[config.mk]
export PLATFORM = sky130hd
export DESIGN_NAME = bus_interconnect
export DESIGN_NICKNAME = d
export VERILOG_FILES = /design/src/hw/soc_pkg.sv /design/src/hw/bus_interconnect.sv
export SDC_FILE = /design/constraint.sdc
export NUM_CORES = 1
export LEC_CHECK = 0
export ABC_AREA = 1
export BUFFER_PORTS_ARGS = -buffer_cell sky130_fd_sc_hd__buf_4
export CAP_MARGIN = 5
export CELL_PAD_IN_SITES_DETAIL_PLACEMENT = 1
export CELL_PAD_IN_SITES_GLOBAL_PLACEMENT = 2
export CORE_MARGIN = 10
export CORE_UTILIZATION = 11
export DETAILED_ROUTE_END_ITERATION = 6
export PLACE_DENSITY_LB_ADDON = 0.1
export SLEW_MARGIN = 20
export SYNTH_ARGS = -nofsm -noshare
export SYNTH_HDL_FRONTEND = slang
export SYNTH_SLANG_ARGS = --single-unit
[constraint.sdc]
create_clock -name clk -period 2.4 [get_ports clk]
set_input_delay 0.48 -clock clk [delete_from_list [all_inputs] [get_ports clk]]
set_output_delay 0.48 -clock clk [all_outputs]
set_load 0.03 [all_outputs]
[src/hw/soc_pkg.sv]
`default_nettype none

package soc_pkg;

    // data widths with a meaning on the board
    typedef logic [31:0] word_t;    // addresses and bus data
    typedef logic [7:0]  byte_t;    // switches, leds, char and color codes
    typedef logic [4:0]  key_t;     // [4] key pressed, [3:0] key code
    typedef logic [10:0] cell_t;    // screen cell index

    // shared bus owner
    typedef enum logic [1:0] {
        ARB_IDLE,
        ARB_FETCH,
        ARB_DATA
    } arb_state_t;

    localparam int RAM_WORDS  = 1024;
    localparam int TEXT_CELLS = 2048;

    // address map, upper bits
    localparam logic [15:0] IO_PAGE    = 16'hffff;    // adr[31:16]
    localparam logic [19:0] CHAR_PAGE  = 20'hffffe;   // adr[31:12]
    localparam logic [19:0] COLOR_PAGE = 20'hffffd;   // adr[31:12]

    // io register addresses
    localparam word_t SW1_ADDR       = 32'hffff_ff00;
    localparam word_t SW2_ADDR       = 32'hffff_ff04;
    localparam word_t SW3_ADDR       = 32'hffff_ff08;
    localparam word_t LED1_ADDR      = 32'hffff_ff0c;
    localparam word_t LED2_ADDR      = 32'hffff_ff10;
    localparam word_t BTN_ADDR       = 32'hffff_ff14;   // five buttons, 4 bytes apart
    localparam word_t SEPC_ADDR      = 32'hffff_ff28;
    localparam word_t SEG1_ADDR      = 32'hffff_ff2c;
    localparam word_t SEG2_ADDR      = 32'hffff_ff30;
    localparam word_t KEY_VALID_ADDR = 32'hffff_ff34;
    localparam word_t KEY_CODE_ADDR  = 32'hffff_ff38;

endpackage

`default_nettype wire

[src/hw/bus_interconnect.sv]
`timescale 1ns/1ps
`default_nettype none

module bus_interconnect (
    input  logic           clk,
    input  logic           reset,
    // fetch master, read only
    input  logic           f_cyc,
    input  logic           f_stb,
    input  soc_pkg::word_t f_adr,
    output soc_pkg::word_t f_dat_r,
    output logic           f_ack,
    // load/store master
    input  logic           d_cyc,
    input  logic           d_stb,
    input  logic           d_we,
    input  soc_pkg::word_t d_adr,
    input  soc_pkg::word_t d_dat_w,
    output soc_pkg::word_t d_dat_r,
    output logic           d_ack,
    // shared slave side
    output soc_pkg::word_t bus_adr,
    output soc_pkg::word_t bus_dat_w,
    output logic           bus_we,
    output logic           ram_stb,
    output logic           io_stb,
    output logic           text_stb,
    input  soc_pkg::word_t ram_dat_r,
    input  soc_pkg::word_t io_dat_r,
    input  soc_pkg::word_t text_dat_r,
    input  logic           ram_ack,
    input  logic           io_ack,
    input  logic           text_ack
);

    soc_pkg::arb_state_t state, state_next;
    logic           last_data;          // data master won the last grant
    logic           f_req, d_req;
    logic           grant_f, grant_d;
    logic           bus_stb;
    logic           sel_ram, sel_io, sel_text;
    logic           sel_ack;
    soc_pkg::word_t sel_dat;

    assign f_req   = f_cyc && f_stb;
    assign d_req   = d_cyc && d_stb;
    assign grant_f = (state == soc_pkg::ARB_FETCH);
    assign grant_d = (state == soc_pkg::ARB_DATA);

    always_comb begin
        state_next = state;
        case (state)
            soc_pkg::ARB_IDLE: begin
                if (f_req && d_req) begin
                    // round robin, the other one goes first
                    state_next = last_data ? soc_pkg::ARB_FETCH : soc_pkg::ARB_DATA;
                end else if (f_req) begin
                    state_next = soc_pkg::ARB_FETCH;
                end else if (d_req) begin
                    state_next = soc_pkg::ARB_DATA;
                end
            end
            soc_pkg::ARB_FETCH: begin
                if (!f_cyc || f_ack) begin  // master drops cyc on the ack edge
                    state_next = soc_pkg::ARB_IDLE;
                end
            end
            soc_pkg::ARB_DATA: begin
                if (!d_cyc || d_ack) begin
                    state_next = soc_pkg::ARB_IDLE;
                end
            end
            default: state_next = soc_pkg::ARB_IDLE;
        endcase
    end

    always_ff @(posedge clk) begin
        if (reset) begin
            state     <= soc_pkg::ARB_IDLE;
            last_data <= 1'b0;
        end else begin
            state <= state_next;
            if (state == soc_pkg::ARB_IDLE && state_next != soc_pkg::ARB_IDLE) begin
                last_data <= (state_next == soc_pkg::ARB_DATA);
            end
        end
    end

    // granted master drives the shared bus
    assign bus_adr   = grant_d ? d_adr : f_adr;
    assign bus_dat_w = d_dat_w;
    assign bus_we    = grant_d && d_we;     // fetch port never writes
    assign bus_stb   = (grant_f && f_stb) || (grant_d && d_stb);

    // screen pages sit inside the io page, so they win first
    assign sel_text = (bus_adr[31:12] == soc_pkg::CHAR_PAGE)
                   || (bus_adr[31:12] == soc_pkg::COLOR_PAGE);
    assign sel_io   = (bus_adr[31:16] == soc_pkg::IO_PAGE) && !sel_text;
    assign sel_ram  = !sel_io && !sel_text;

    assign ram_stb  = bus_stb && sel_ram;
    assign io_stb   = bus_stb && sel_io;
    assign text_stb = bus_stb && sel_text;

    always_comb begin
        if (sel_text) begin
            sel_dat = text_dat_r;
            sel_ack = text_ack;
        end else if (sel_io) begin
            sel_dat = io_dat_r;
            sel_ack = io_ack;
        end else begin
            sel_dat = ram_dat_r;
            sel_ack = ram_ack;
        end
    end

    assign f_ack   = grant_f && sel_ack;
    assign d_ack   = grant_d && sel_ack;
    assign f_dat_r = grant_f ? sel_dat : '0;
    assign d_dat_r = grant_d ? sel_dat : '0;

endmodule

`default_nettype wire

# ---- After elaboration in Yosys (flattened, before gate mapping)
# Index checks and enable logic that the tools add are counted.
dict set report word_totals {
  register_bits 3
  inputBits 202
  wordCells 46
}
dict set report op_classes {
  n_eq_ne 6
  n_mux 14
  n_reduce_logical 24
}
# operator count
set ops {}
lappend ops {{$mux 32} 5}
lappend ops {{$eq 20x20->1 const B} 2}
lappend ops {{$eq 16x16->1 const B} 1}
lappend ops {{$logic_and 1x1->1} 14}
lappend ops {{$mux 2} 6}
lappend ops {{$pmux 2 s3} 1}
lappend ops {{$eq 2x2->1 const B} 2}
lappend ops {{$logic_not 1->1} 4}
lappend ops {{$logic_or 1x1->1} 4}
lappend ops {{$eq 2x1->1 const B} 1}
lappend ops {{$logic_not 2->1} 1}
lappend ops {{$mux 1} 2}
lappend ops {{$reduce_bool 2->1} 1}

# ---- Longest topological paths before layout
dict set report depth {
  depth_word 14
  ltp_mapped 15
  depth_no_buf 13
}

# ---- Worst setup path before layout
# Ideal clock, no wire load.
dict set report synth_path {
  kind {register -> output}
  from {register state[1]}
  to {output port io_stb}
  arrival_ns 2.288
  required_time_ns 1.920
  slack_ns -0.368
  path_stages_with_launch 12
  n_path_buf 4
  path_cell_list {dfxtp_1 > buf_6 > nand2_4 > buf_6 > buf_6 > nand2_1 > nand2_1 > nand2_1 > nor2_1 > nand2_4 > buf_2 > nor3_1}
}
dict set report synth_between {
  elab_chain_len 7
}
# item line
set synth_rtl {}
lappend synth_rtl {{from (decl)} bus_interconnect.sv:36} ;# soc_pkg::arb_state_t state, state_next;
lappend synth_rtl {{from (signal assigned)} bus_interconnect.sv:79} ;# state <= soc_pkg::ARB_IDLE;
lappend synth_rtl {{from (signal assigned)} bus_interconnect.sv:82} ;# state <= state_next;
lappend synth_rtl {{$eq 2x2->1 (*)} bus_interconnect.sv:48} ;# assign grant_d = (state == soc_pkg::ARB_DATA);
lappend synth_rtl {{$mux 32 (*)} bus_interconnect.sv:90} ;# assign bus_adr = grant_d ? d_adr : f_adr;
lappend synth_rtl {{via bus_adr[19]} bus_interconnect.sv:22} ;# output soc_pkg::word_t bus_adr,
lappend synth_rtl {{$eq 20x20->1, on equally long branches} {bus_interconnect.sv:96, bus_interconnect.sv:97}}
lappend synth_rtl {{$logic_or 1x1->1} bus_interconnect.sv:97} ;# || (bus_adr[31:12] == soc_pkg::COLOR_PAGE);
lappend synth_rtl {{$logic_not 1->1} bus_interconnect.sv:98} ;# assign sel_io = (bus_adr[31:16] == soc_pkg::IO_PAGE) && !sel_text;
lappend synth_rtl {{$logic_and 1x1->1 (*)} bus_interconnect.sv:98}
lappend synth_rtl {{$logic_and 1x1->1 (*)} bus_interconnect.sv:102} ;# assign io_stb = bus_stb && sel_io;
lappend synth_rtl {{to (decl)} bus_interconnect.sv:26} ;# output logic io_stb,
# Mark *: on every way through the listed nets, which the timed path passes. The rest lies on a longest branch.

# ---- Worst setup path in the final report
dict set report layout_path {
  from {register state[0]}
  to {output port f_dat_r[31]}
}
dict set report layout_between {
  elab_chain_len 9
}
# item line
set layout_rtl {}
lappend layout_rtl {{$eq 2x2->1} bus_interconnect.sv:48}
lappend layout_rtl {{$mux 32} bus_interconnect.sv:90}
lappend layout_rtl {{$eq 20x20->1, on equally long branches} {bus_interconnect.sv:96, bus_interconnect.sv:97}}
lappend layout_rtl {{$logic_or 1x1->1} bus_interconnect.sv:97}
lappend layout_rtl {{$logic_not 1->1} bus_interconnect.sv:98}
lappend layout_rtl {{$logic_and 1x1->1} bus_interconnect.sv:98}
lappend layout_rtl {{$mux 32} bus_interconnect.sv:109} ;# end else if (sel_io) begin
lappend layout_rtl {{$mux 32} bus_interconnect.sv:106} ;# if (sel_text) begin
lappend layout_rtl {{$mux 32 (*)} bus_interconnect.sv:120} ;# assign f_dat_r = grant_f ? sel_dat : '0;
lappend layout_rtl {{to (decl)} bus_interconnect.sv:11} ;# output soc_pkg::word_t f_dat_r,
# Mark *: on every way between the ends. The rest lies on a longest branch, timed or not.

==> impl_metrics.ini <==
[clock_tree]
clk_path_buf_depth = 2
path_clk_slew_ps = 30
clk_latency_ps = 220
root_buffer = clkbuf_16
htreeDepth = 1
hold_buffers = 0
cts.sinks = 3
numCtsBuffers = 3
cts_tree = yes

[worst_setup_path]
cpMaxStageDelayCell = dfxtp_4
critPathBufInv = 4
required_ps = 1920
crit_type = reg -> out
crit-reg2reg-launch = state[0]
critical_path.cell_chain = clkinv_8 -> buf_12 -> nand2_4 -> nand2_1 -> o21ai_2 -> nor2_1 -> nand2_2 -> nor2_8 -> nand2_8 -> nor2_8 -> buf_12 -> nand2_2 -> o211ai_1 -> nor2_1 -> buf_4
cp_max_fo = 6
max_stage_delay_ps = 350
arrival_ps = 2310
path_delay_family = simple AND/OR/NAND/NOR gates
crit_path_start_kind = flop
cp-end-kind = output port
crit_start = state[0]

[yosys]
synth_ff_type = dfxtp_1
synth_area_leader_cell = nand2_1
synth_most_common_cell = nand2_1
synth_nets = 607
syn_inst = 405
avgSynthCellArea_um2 = 5.440
ys_top_cells_by_count = nand2_1 (105), nor2_1 (78), nand3_1 (49)
seq_area_frac_synth_pct = 2.726
yosys.area.top_type_share_pct = 17.89
ys_async_sr_fraction_pct = 0
ys_ff_latch = 3
yosys_warnings = 0
synthesis.area_um2 = 2203
synth_edf_count = 0
synth_cell_types = 25
synth.area.top_cells = nand2_1 (18%), nor2_1 (13%), a21oi_2 (12%)

[timing]
setup_viol = 69
grt_setup_unrepaired = true
tightest_slew_ps = 551.5
slew_viol_final = 0
fin_skew_ps = 0.4102
relSlewSlack_pct = 63.24
timing.setup.tns_ps = -22170
max_freq_mhz = 358.9
layout_setup_ws_ps = -386.4
hold_viol = 0
fin_crit_ps = 2786
timing.final.crit_share_pct = 116.1

[grt]
grt.total_usage_pct = 12.74
grt_util_met3_pct = 5.211
antenna_found_initial = 0
grt_max_degree = 31
grt-busiest-layer = met2
grt_overflow_total = 0
grt_pass1_vias = 4311
grt.met2_usage_pct = 23.70
grtUsageMet1_pct = 12.97
grt_pass1_wl_um = 26340

[placement]
gp_congestion = 0.7494
port_buffers = 271
hpwl_um = 14500
post-place-ws_ps = -260.6

[floorplan]
io_pins = 336
fp.dieW_um = 161.5
die_area_um2 = 26090
rows = 51
initial_utilization_pct = 11.25
die_h_um = 161.5
core_area_um2 = 19590

[hold_path]
hold_path.startpoint = reset
min_path_type = in -> reg

[cells_and_area]
area_delta_synth_final_pct = 193.8
finalNetCount = 903
num_antenna_cells = 0
drive_gt1_share_pct = 81.14

[power]
vdd_ir_drop_max_v = 0.0001355
p_per_area_nw_per_um2 = 211.0
p_leak_nw = 2.951

[routing]
num_vias = 3803
first_pass_iters = 4
wire_per_inst_um = 19.05
drc = 0
avgViaCountPerCell = 3.941
wl_um = 18390
drt_iter0_drc = 71
drtAntennaViolNets = 0

[flow_run]
cap_viol_max_count = 0

[status]
status = finished with violations
violations = setup timing
[state kept, by name, indices dropped and copies added, names as in the netlist]
name / flops
last_data: 1
state: 2
[per-layer routing]
metal,up-vias,wire length [um]
met5,-,0
met4,0,303
met3,28,1700
met2,165,9867
met1,1754,6516
li1,1856,-
[where the power goes]
group | switching, W | internal [W] | leakage [nW]
sequential | 0.00000425 | 0.0000522 | 0.0260
clock | 0.0000452 | 0.000219 | 0.0382
combinational | 0.000536 | 0.000509 | 2.89
[cells by family after synthesis]
group / synth area share, %
buf+inv: 24.87
compound gates: 15.79
simple gates: 50.48
flops: 2.726
mux: 6.133
[area by class of cell]
class	instances	area [um^2]
fill	2344	13120
timing repair buffer	347	3182
multi-input combinational	315	2683
tap	265	331.6
inverter	31	131.4
clock buffer	4	78.83
sequential	3	67.56
[stage by stage]
step / area (um^2) / hold slack [ps] / total power, W / util [%] / instances
2_1_floorplan: 2715 / 499.7 / 0.0006013 / - / 405
5_1_grt: 6474 / 436.9 / 0.001454 / 33.05 / 965
4_1_cts: 5916 / 430.7 / 0.001314 / 30.20 / 948
3_5_place_dp: 5024 / 521.3 / 0.0009425 / 25.64 / 922
6_report: 6474 / 428.5 / 0.001366 / 33.05 / 965
3_3_place_gp: 5024 / 515.8 / 0.0009355 / 25.64 / 922
[timing repair]
action | 4_1_cts | 5_1_grt
gates cloned | 6 | 5
pin swaps | 12 | 48
endpoints found under the setup margin | 80 | 73
setup buffers | 16 | 13
gates resized for setup | 123 | 95
[final timing paths]
path | end | slack, ps | cells after the start
worst min register to register | last_data | 520 | 2
worst max-delay path | f_dat_r[31] | -390 | 15
worst min-delay path | state[1] | 430 | 2
worst max register to register | state[0] | 220 | 14
[placed cells by master (no fill, tap or decap), types with 2 or more instances in the layout]
master	Yosys	routed
nor2_8	2	2
buf_16	0	4
nand2_2	8	54
a21oi_4	0	27
buf_4	34	254
buf_8	0	3
dfxtp_4	0	2
nand3_1	49	23
nand2_1	105	55
nand2_4	2	5
clkbuf_16	0	7
nand4_1	4	4
a21oi_1	5	4
buf_12	0	11
buf_6	10	71
nor2_2	0	5
nor2_4	1	66
nand2_8	0	4
inv_2	2	3
nand3_2	0	25
mux2_2	12	12
o21ai_1	6	4
o211ai_1	2	2
a21oi_2	30	4
inv_1	29	26
o21ai_2	0	4
nor2_1	78	8
No activity file was read; power rests on OpenSTA's default activity.
