File: src/hw/soc_pkg.sv
`default_nettype none

package soc_pkg;

    // data widths with a meaning on the board
    typedef logic [31:0] word_t;    // addresses and bus data
    typedef logic [7:0]  byte_t;    // switches, leds, char and color codes
    typedef logic [4:0]  key_t;     // [4] key pressed, [3:0] key code
    typedef logic [10:0] cell_t;    // screen cell index

    // shared bus owner
    typedef enum logic [1:0] {
        ARB_IDLE,
        ARB_FETCH,
        ARB_DATA
    } arb_state_t;

    localparam int RAM_WORDS  = 1024;
    localparam int TEXT_CELLS = 2048;

    // address map, upper bits
    localparam logic [15:0] IO_PAGE    = 16'hffff;    // adr[31:16]
    localparam logic [19:0] CHAR_PAGE  = 20'hffffe;   // adr[31:12]
    localparam logic [19:0] COLOR_PAGE = 20'hffffd;   // adr[31:12]

    // io register addresses
    localparam word_t SW1_ADDR       = 32'hffff_ff00;
    localparam word_t SW2_ADDR       = 32'hffff_ff04;
    localparam word_t SW3_ADDR       = 32'hffff_ff08;
    localparam word_t LED1_ADDR      = 32'hffff_ff0c;
    localparam word_t LED2_ADDR      = 32'hffff_ff10;
    localparam word_t BTN_ADDR       = 32'hffff_ff14;   // five buttons, 4 bytes apart
    localparam word_t SEPC_ADDR      = 32'hffff_ff28;
    localparam word_t SEG1_ADDR      = 32'hffff_ff2c;
    localparam word_t SEG2_ADDR      = 32'hffff_ff30;
    localparam word_t KEY_VALID_ADDR = 32'hffff_ff34;
    localparam word_t KEY_CODE_ADDR  = 32'hffff_ff38;

endpackage

`default_nettype wire

File: src/hw/io_regs.sv
`timescale 1ns/1ps
`default_nettype none

module io_regs (
    input  logic           clk,
    input  logic           reset,
    input  logic           stb,
    input  logic           we,
    input  soc_pkg::word_t adr,
    input  soc_pkg::word_t dat_w,
    output soc_pkg::word_t dat_r,
    output logic           ack,
    // board inputs
    input  soc_pkg::byte_t switches1,
    input  soc_pkg::byte_t switches2,
    input  soc_pkg::byte_t switches3,
    input  logic [4:0]     buttons,     // [0] middle, up, down, left, [4] right
    input  soc_pkg::word_t sepc,
    input  soc_pkg::key_t  kb_idx,
    // board outputs
    output soc_pkg::byte_t led1,
    output soc_pkg::byte_t led2,
    output soc_pkg::word_t seg1,
    output soc_pkg::word_t seg2
);

    soc_pkg::word_t rd_val;
    logic           access;

    assign access = stb && !ack;

    // read mux, registered below
    always_comb begin
        rd_val = '0;    // unmapped addresses read zero
        case (adr)
            soc_pkg::SW1_ADDR:       rd_val = {24'h0, switches1};
            soc_pkg::SW2_ADDR:       rd_val = {24'h0, switches2};
            soc_pkg::SW3_ADDR:       rd_val = {24'h0, switches3};
            soc_pkg::LED1_ADDR:      rd_val = {24'h0, led1};
            soc_pkg::LED2_ADDR:      rd_val = {24'h0, led2};
            soc_pkg::SEPC_ADDR:      rd_val = sepc;
            soc_pkg::SEG1_ADDR:      rd_val = seg1;
            soc_pkg::SEG2_ADDR:      rd_val = seg2;
            soc_pkg::KEY_VALID_ADDR: rd_val = {31'h0, kb_idx[4]};
            soc_pkg::KEY_CODE_ADDR:  rd_val = {28'h0, kb_idx[3:0]};
            default: begin
                // buttons occupy five consecutive words
                for (int i = 0; i < 5; i++) begin
                    if (adr == soc_pkg::BTN_ADDR + soc_pkg::word_t'(4 * i)) begin
                        rd_val = {31'h0, buttons[i]};
                    end
                end
            end
        endcase
    end

    always_ff @(posedge clk) begin
        if (reset) begin
            ack  <= 1'b0;
            led1 <= '0;
            led2 <= '0;
            seg1 <= '0;
            seg2 <= '0;
        end else begin
            ack <= access;
            if (access && we) begin
                case (adr)
                    soc_pkg::LED1_ADDR: led1 <= dat_w[7:0];     // low byte only
                    soc_pkg::LED2_ADDR: led2 <= dat_w[7:0];
                    soc_pkg::SEG1_ADDR: seg1 <= dat_w;
                    soc_pkg::SEG2_ADDR: seg2 <= dat_w;
                    default: ;                                  // read-only or unmapped
                endcase
            end
        end
    end

    always_ff @(posedge clk) begin
        if (access) begin
            dat_r <= rd_val;
        end
    end

endmodule

`default_nettype wire

File: config.mk
export PLATFORM = sky130hd
export DESIGN_NAME = io_regs
export DESIGN_NICKNAME = d
export VERILOG_FILES = /design/src/hw/soc_pkg.sv /design/src/hw/io_regs.sv
export SDC_FILE = /design/constraint.sdc
export NUM_CORES = 1
export LEC_CHECK = 0
export ABC_CLOCK_PERIOD_IN_PS = 9500
export BUFFER_PORTS_ARGS = -buffer_cell sky130_fd_sc_hd__buf_2
export CAP_MARGIN = 20
export CORE_ASPECT_RATIO = 1.5
export CORE_MARGIN = 2
export CORE_UTILIZATION = 40
export CTS_CLUSTER_SIZE = 40
export DETAILED_ROUTE_END_ITERATION = 7
export PLACE_DENSITY = 0.82
export SYNTH_ARGS = -nofsm -noshare
export SYNTH_HDL_FRONTEND = slang
export SYNTH_SLANG_ARGS = --single-unit
export TNS_END_PERCENT = 100
File: constraint.sdc
create_clock -name clk -period 9.5 [get_ports clk]
set_input_delay 0.475 -clock clk [delete_from_list [all_inputs] [get_ports clk]]
set_output_delay 0.475 -clock clk [all_outputs]
set_load 0.01 [all_outputs]
== Word-level counts from Yosys, hierarchy flattened ==
Index checks and enable logic that the tools add are counted.
Storage, ports and cells
  register bits: 113
  output and inout bits: 113
Operators by class
  equality and inequality tests: 15
  mux-type cells: 6
  reduce and logical (&&, ||, !) cells: 7
Operators by type and width (number)
  32-bit == test (second input constant): 15
  32-bit one-hot mux with 10 select lines: 1
  32-bit two-way mux: 4
  2-bit AND reduction: 4
  1-bit logical AND: 2
  1-bit logical NOT: 1
  1-bit two-way mux: 1

== Longest topological paths before layout ==
Gate-level depths: netlist of run 1.
  depth after elaboration: 7
  gate-level depth with buffers: 7
  mapped depth without buffers: 5

== Worst setup path after synthesis of run 1 ==
OpenSTA, ideal clock, no wires.
  path kind: input to register
  from: input port stb
  to: register led2[0]
  data arrival time: 3.167 ns
  required time: 9.372 ns
  slack: 6.205 ns
  stages on the path: 6
  buffers on the path: 1
  path through: nor2b_1 -> and2_1 -> clkbuf_1 -> nand4_1 -> mux2i_1 -> nor2_1
On the way
  cells in the longest elaborated chain, start to end: 3
Ends and longest elaborated chain
  from (decl): RTL line io_regs.sv:7  | input logic stb,
  1-bit logical AND: RTL line io_regs.sv:30  | assign access = stb && !ack;
  1-bit logical AND: RTL line io_regs.sv:66  | if (access && we) begin
  2-bit AND reduction (no line)
  to (signal assigned): RTL line io_regs.sv:69  | soc_pkg::LED2_ADDR: led2 <= dat_w[7:0];
  to (decl): RTL line io_regs.sv:22  | output soc_pkg::byte_t led2,
Every way passes these cells.
A chain may end at the register's enable or synchronous reset.

== Worst setup path after layout of run 1 ==
  from: input port adr[4]
  to: register dat_r[27], data pin
On the way
  cells in the longest elaborated chain, start to end: 5
Ends and longest elaborated chain
  from (decl): RTL line io_regs.sv:9  | input soc_pkg::word_t adr,
  32-bit == test: RTL line io_regs.sv:49  | if (adr == soc_pkg::BTN_ADDR + soc_pkg::word_t'(4 * i)) begin
  32-bit two-way mux (3 in a row): RTL line io_regs.sv:49
  32-bit one-hot mux with 10 select lines *: RTL line io_regs.sv:35  | case (adr)
  named net rd_val[27]: RTL line io_regs.sv:27  | soc_pkg::word_t rd_val;
  to (signal assigned): RTL line io_regs.sv:80  | dat_r <= rd_val;
  to (decl): RTL line io_regs.sv:11  | output soc_pkg::word_t dat_r,
Mark *: on every way through the listed nets, which the timed path passes. The rest lies on a longest branch.

==> results of run 1 <==
==> state kept, by name, summed over array words and instances, names as in the netlist <==
register / flops
led1: 8
ack: 1
seg1: 32
dat_r: 32
seg2: 32
led2: 8
==> power groups by stage <==
stage / Clock [mW] / Sequential (mW) / Combinational, mW
after floorplan: 0 / 0.517 / 0.0173
after global placement: 0 / 0.513 / 0.0651
after detailed placement: 0 / 0.513 / 0.0657
after CTS: 0.649 / 0.503 / 0.0659
after global routing: 0.670 / 0.503 / 0.0715
final: 0.640 / 0.503 / 0.0665
==> area by class of cell <==
cell class / count / area, um2 / area share [%]
Clock inverter: 13 / 163.9 / 2.362
Timing Repair Buffer: 253 / 1295 / 18.66
Inverter: 25 / 93.84 / 1.352
Multi-Input combinational cell: 309 / 2180 / 31.41
Sequential cell: 113 / 2582 / 37.22
Clock buffer: 19 / 432.9 / 6.239
Tap cell: 153 / 191.4 / 2.759
==> path summary, 6_finish.rpt <==
check | start | end | slack [ns] | depth (start not counted)
setup reg to reg | ack$_SDFF_PP0_ | seg1[8]$_SDFFE_PP0P_ | 6.96 | 6
setup / recovery | adr[4] | dat_r[27]$_DFFE_PP_ | 6.52 | 5
hold / removal | dat_w[14] | seg1[14]$_SDFFE_PP0P_ | 0.32 | 3
hold reg to reg | seg1[21]$_SDFFE_PP0P_ | seg1[21]$_SDFFE_PP0P_ | 0.51 | 2
==> synth_stat cells, types with 3 or more instances <==
| master | instances |
|---|---|
| a2111oi_0 | 3 |
| a21oi_1 | 3 |
| a221o_1 | 24 |
| a222oi_1 | 12 |
| a22o_1 | 6 |
| a31oi_1 | 6 |
| and3_1 | 5 |
| and4_1 | 3 |
| buf_2 | 11 |
| buf_4 | 3 |
| clkbuf_1 | 13 |
| dfxtp_1 | 81 |
| edfxtp_1 | 32 |
| inv_1 | 25 |
| mux2i_1 | 81 |
| nand2_1 | 13 |
| nand3_1 | 7 |
| nand4_1 | 8 |
| nor2_1 | 113 |
| o21ai_0 | 3 |
==> worst max-delay path, delay by kind of cell <==
family | cells | cell delay, ns
AOI/OAI and AO/OA | 1 | 0.30
buffers and inverters | 1 | 0.16
and+or+nand+nor | 3 | 2.28
==> cells by family after synthesis <==
| logic type | share of synthesized area, % |
|---|---|
| buf+inv | 4.696 |
| mux | 16.95 |
| simple gates | 15.50 |
| compound gates | 11.02 |
| flops | 51.83 |
==> per-layer routing <==
layer | up-vias | track usage (%)
met4 | 0 | 12.13
met5 | - | 0
met1 | 2260 | 25.18
met2 | 254 | 41.14
met3 | 36 | 5.505
li1 | 2227 | -
==> results_dict.tcl, run 1 <==
set metrics [dict create \
    viasPerCell 5.398 \
    cts_resized 0 \
    met2_length_um 8244 \
    crit_required_ns 9.76 \
    synthTopCellsByArea "dfxtp_1, edfxtp_1, mux2i_1" \
    synth-main-ff-cell "dfxtp_1" \
    n_antenna_cell 0 \
    report.final.hold_viol_count 0 \
    grt_overflow_total 0 \
    grtUsageTotal_pct 23.28 \
    setup-tns-final_ns 0 \
    power_density_nw_per_um2 174.3 \
    routed_wl_um 15850 \
    finalInstanceArea_um2 6939 \
    crit_arrival_ns 3.24 \
    min_path_type "in -> reg" \
    hold_ws_ns 0.3208 \
    setup_viol 0 \
    netSwitchingFraction_pct 22.00 \
    syn2layout_area_growth_pct 39.28 \
    post_cts_buffers 0 \
    clockBufferDepth 2 \
    dpl_cell_area_um2 6309 \
    pre_cts_ws_ns 6.185 \
    ys_seq_elements 113 \
    dr.pass1.iters 7 \
    min_period_over_period_pct 31.39 \
    wl_per_cell_um 17.91 \
    syn_area_um2 4982 \
    max_freq_mhz 335.3 \
    worst_pin_slew_ns 1.133 \
    antenna_found_initial 0 \
    p_switching_mw 0.2661 \
    num_rows 49 \
    num_vias 4777 \
    crit_path_end_kind "register" \
    ys_async_sr_fraction_pct 0 \
    syn_nets 611 \
    gp_congestion 0.8786 \
    cts_num_sinks 113 \
    fin_crit_ns 2.982 \
    ir_drop_mv 0.1078 \
    synth_edf_count 32 \
    yosysTopAreaCell "dfxtp_1" \
    ys_warn_count 0 \
    postRouteAntennaNets 0 \
    leakagePower_nw 3.667 \
    drv_slew 0 \
    worst_slack_ns 6.518 \
    dp.cells 850 \
    final_cell_mix "buf_2, nor2_1, mux2i_1, dfxtp_1, edfxtp_1" \
    fin_nets 853 \
    clk_pin_slew_ns 0.06 \
    io_buffer_count 246 \
    cp_max_fo 24 \
    drc 0 \
    n_fill_cell 1081 \
    internal_power_mw 0.9433 \
    core_um2 12080 \
    layout.cells.non_filler 885 \
    die_x_um 95.13 \
    synthDistinctLibCells 41 \
    grt_pass1_wl_um 23930 \
    synthCells 477 \
    postSynthAreaPerCell_um2 10.45 \
    clk_latency_ns 0.41 \
    drive_gt1_share_pct 39.89 \
    grt_max_degree 82 \
    final_common_cell "buf_2" \
    crit_type "in -> reg" \
    worst_slew_margin_rel_pct 24.46 \
    cts_buffers 17 \
    cp_cell_sequence "buf_2 > nor4b_4 > and4_1 > and3_1 > a221o_1" \
    clockPowerShare_pct 52.9 \
    cpPeakStageDelay_ns 0.99 \
    status "finished, final reports clean" \
    cp_slowest_cell "and3_1" \
    hold_buffers 0 \
    drtIter0Drc 298 \
    fin_worst_skew_ns 0.01186 \
    power.total_mw 1.209 \
    die_h_um 140.7 \
    synth-seq-area-share_pct 51.83 \
    post-synth-top-area-fraction_pct 32.55 \
    maxCapViolCount 0 \
    topRoutingLayerUsed "met4" \
    routed-wl-met3_um 1259 \
    cts.htree.levels 4 \
    initial_core_util_pct 41.25 \
    seq_power_share_pct 41.6 \
    ios 247 \
    die_area_um2 13380 \
    fin_util_pct 57.45 \
    hpwl_um 11330 \
    root_buffer "clkbuf_16" \
    cts_tree "done" \
    startpoint_type "input pin" \
    grt_pass1_vias 4690 \
    rsz0062_at_grt "no" \
    wl_met1_um 5905 \
    combPwrFrac_pct 5.5 \
]
Power figures use the tool's default switching activity.
==> inputs of run 2 (changes only) <==
--- a/config.mk
+++ b/config.mk
@@ -5,7 +5,7 @@
 export SDC_FILE = /design/constraint.sdc
 export NUM_CORES = 1
 export LEC_CHECK = 0
-export ABC_CLOCK_PERIOD_IN_PS = 9500
+export ABC_CLOCK_PERIOD_IN_PS = 2600
 export BUFFER_PORTS_ARGS = -buffer_cell sky130_fd_sc_hd__buf_2
 export CAP_MARGIN = 20
 export CORE_ASPECT_RATIO = 1.5
@@ -13,7 +13,7 @@
 export CORE_UTILIZATION = 40
 export CTS_CLUSTER_SIZE = 40
 export DETAILED_ROUTE_END_ITERATION = 7
-export PLACE_DENSITY = 0.82
+export PLACE_DENSITY = 0.85
 export SYNTH_ARGS = -nofsm -noshare
 export SYNTH_HDL_FRONTEND = slang
 export SYNTH_SLANG_ARGS = --single-unit
==> constraint.sdc (replaced) <==
create_clock -name clk -period 2.6 [get_ports clk]
set_input_delay 0.13 -clock clk [delete_from_list [all_inputs] [get_ports clk]]
set_output_delay 0.13 -clock clk [all_outputs]
set_load 0.01 [all_outputs]
==> run 2 against run 1 <==
Compared with the run above:
- sequential share of layout area shrank 1.8 points
- register-to-register slack lost 6.2 ns
- sequential cell count did not move
- hold slack lost 0.31 ns
- cell area increased by 5.0%
- global-route usage rose by 0.98 points
- largest cell class unchanged
- largest power group unchanged
==> results_dict.tcl, run 2 (synthesized netlist as in run 1, its figures left out) <==
set metrics [dict create \
    drtIter0Drc 247 \
    rsz0062_at_grt "no" \
    core_um2 12080 \
    reg_top3 "dat_r (32), seg1 (32), seg2 (32)" \
    clockBufferDepth 2 \
    fin_worst_skew_ns 0.008002 \
    die_x_um 95.13 \
    post_cts_buffers 0 \
    worst_slack_ns 0.8092 \
    worst_slew_margin_rel_pct 47.03 \
    hold_ws_ns 0.01500 \
    maxCapViolCount 0 \
    ios 247 \
    cts_resized 0 \
    dpl_cell_area_um2 6409 \
    die_area_um2 13380 \
    internal_power_mw 3.582 \
    cts_tree "done" \
    drv_slew 0 \
    wl_per_cell_um 17.89 \
    postRouteAntennaNets 0 \
    crit_path_end_kind "register" \
    power.total_mw 4.595 \
    min_period_over_period_pct 68.88 \
    grt_overflow_total 0 \
    setup-tns-final_ns 0 \
    die_h_um 140.7 \
    clockPowerShare_pct 54.0 \
    startpoint_type "register" \
    ir_drop_mv 0.4203 \
    drive_gt1_share_pct 39.32 \
    cts.htree.levels 4 \
    dp.cells 860 \
    num_vias 4910 \
    report.final.hold_viol_count 0 \
    layout.cells.non_filler 916 \
    leakagePower_nw 3.821 \
    fin_nets 884 \
    setup_viol 0 \
    drc 0 \
    cp_max_fo 3 \
    clk_pin_slew_ns 0.06 \
    worst_pin_slew_ns 0.7946 \
    n_antenna_cell 0 \
    final_common_cell "buf_2" \
    seq_power_share_pct 40.0 \
    power_density_nw_per_um2 630.8 \
    pre_cts_ws_ns 0.4635 \
    grt_pass1_wl_um 24960 \
    cts_num_sinks 113 \
    io_buffer_count 246 \
    viasPerCell 5.360 \
    crit_required_ns 2.76 \
    netSwitchingFraction_pct 22.03 \
    num_rows 49 \
    max_freq_mhz 558.4 \
    hpwl_um 11750 \
    crit_arrival_ns 1.95 \
    combPwrFrac_pct 6.0 \
    grtUsageTotal_pct 24.26 \
    gp_congestion 0.8187 \
    initial_core_util_pct 41.25 \
    fin_crit_ns 1.791 \
    cts_buffers 17 \
    root_buffer "clkbuf_16" \
    clk_latency_ns 0.41 \
    grt_pass1_vias 4992 \
    dr.pass1.iters 5 \
    syn2layout_area_growth_pct 46.18 \
    antenna_found_initial 0 \
    grt_max_degree 43 \
    hold_buffers 24 \
    finalInstanceArea_um2 7283 \
    status "finished, final reports clean" \
    routed_wl_um 16390 \
    crit_type "reg -> reg" \
    final_cell_mix "buf_2, nor2_1, mux2i_1, dfxtp_1, edfxtp_1" \
    min_path_type "in -> reg" \
    fin_util_pct 60.30 \
    p_switching_mw 1.012 \
]
==> run 2: cell types whose count changed in the layout (fill, tap and decap cells not counted), sizes merged <==
cell         before  now
buf             253  260
bufinv            3    4
clkbuf           19   18
clkinv            8    6
dlygate4sd3       0   24
inv              25   27
==> run 2: worst paths after layout <==
path / slack, ns / cells after the start / start / endpoint
worst max-delay path: 0.81 / 5 / led1[0]$_SDFFE_PP0P_ / dat_r[0]$_DFFE_PP_
worst min-delay path: 0.02 / 3 / dat_w[1] / seg2[1]$_SDFFE_PP0P_
worst max register to register: 0.81 / 5 / led1[0]$_SDFFE_PP0P_ / dat_r[0]$_DFFE_PP_
worst min register to register: 0.52 / 2 / seg2[8]$_SDFFE_PP0P_ / seg2[8]$_SDFFE_PP0P_
==> run 2: power groups by stage <==
stage | Combinational (mW) | Sequential (mW) | Clock [mW]
floorplan | 0.0635 | 1.89 | 0
CTS | 0.275 | 1.84 | 2.51
global placement | 0.243 | 1.87 | 0
detailed placement | 0.245 | 1.88 | 0
global route | 0.297 | 1.84 | 2.58
finish | 0.275 | 1.84 | 2.48
==> run 2: final cells by class <==
| cell class | instances | area (um2) |
|---|---|---|
| Clock buffer | 18 | 429.2 |
| Clock inverter | 14 | 205.2 |
| Fill cell | 1017 | 4795 |
| Inverter | 25 | 93.84 |
| Multi-Input combinational cell | 309 | 2180 |
| Sequential cell | 113 | 2582 |
| Tap cell | 153 | 191.4 |
| Timing Repair Buffer | 284 | 1602 |
==> run 2: metal layers <==
layer / vias to the layer above / track usage, % / wire [um]
met4: 0 / 12.05 / 533
met1: 2307 / 25.17 / 5847
met5: - / 0 / 0
met2: 264 / 44.14 / 8715
met3: 45 / 5.986 / 1288
li1: 2294 / - / -
==> run 2: worst max-delay path: stages, from the launching register on <==
cell      delay [ns]
dfxtp_1         0.34
mux4_2          0.48
nor3b_1         0.15
a31oi_1         0.14
o211ai_1        0.14
a32o_1          0.30
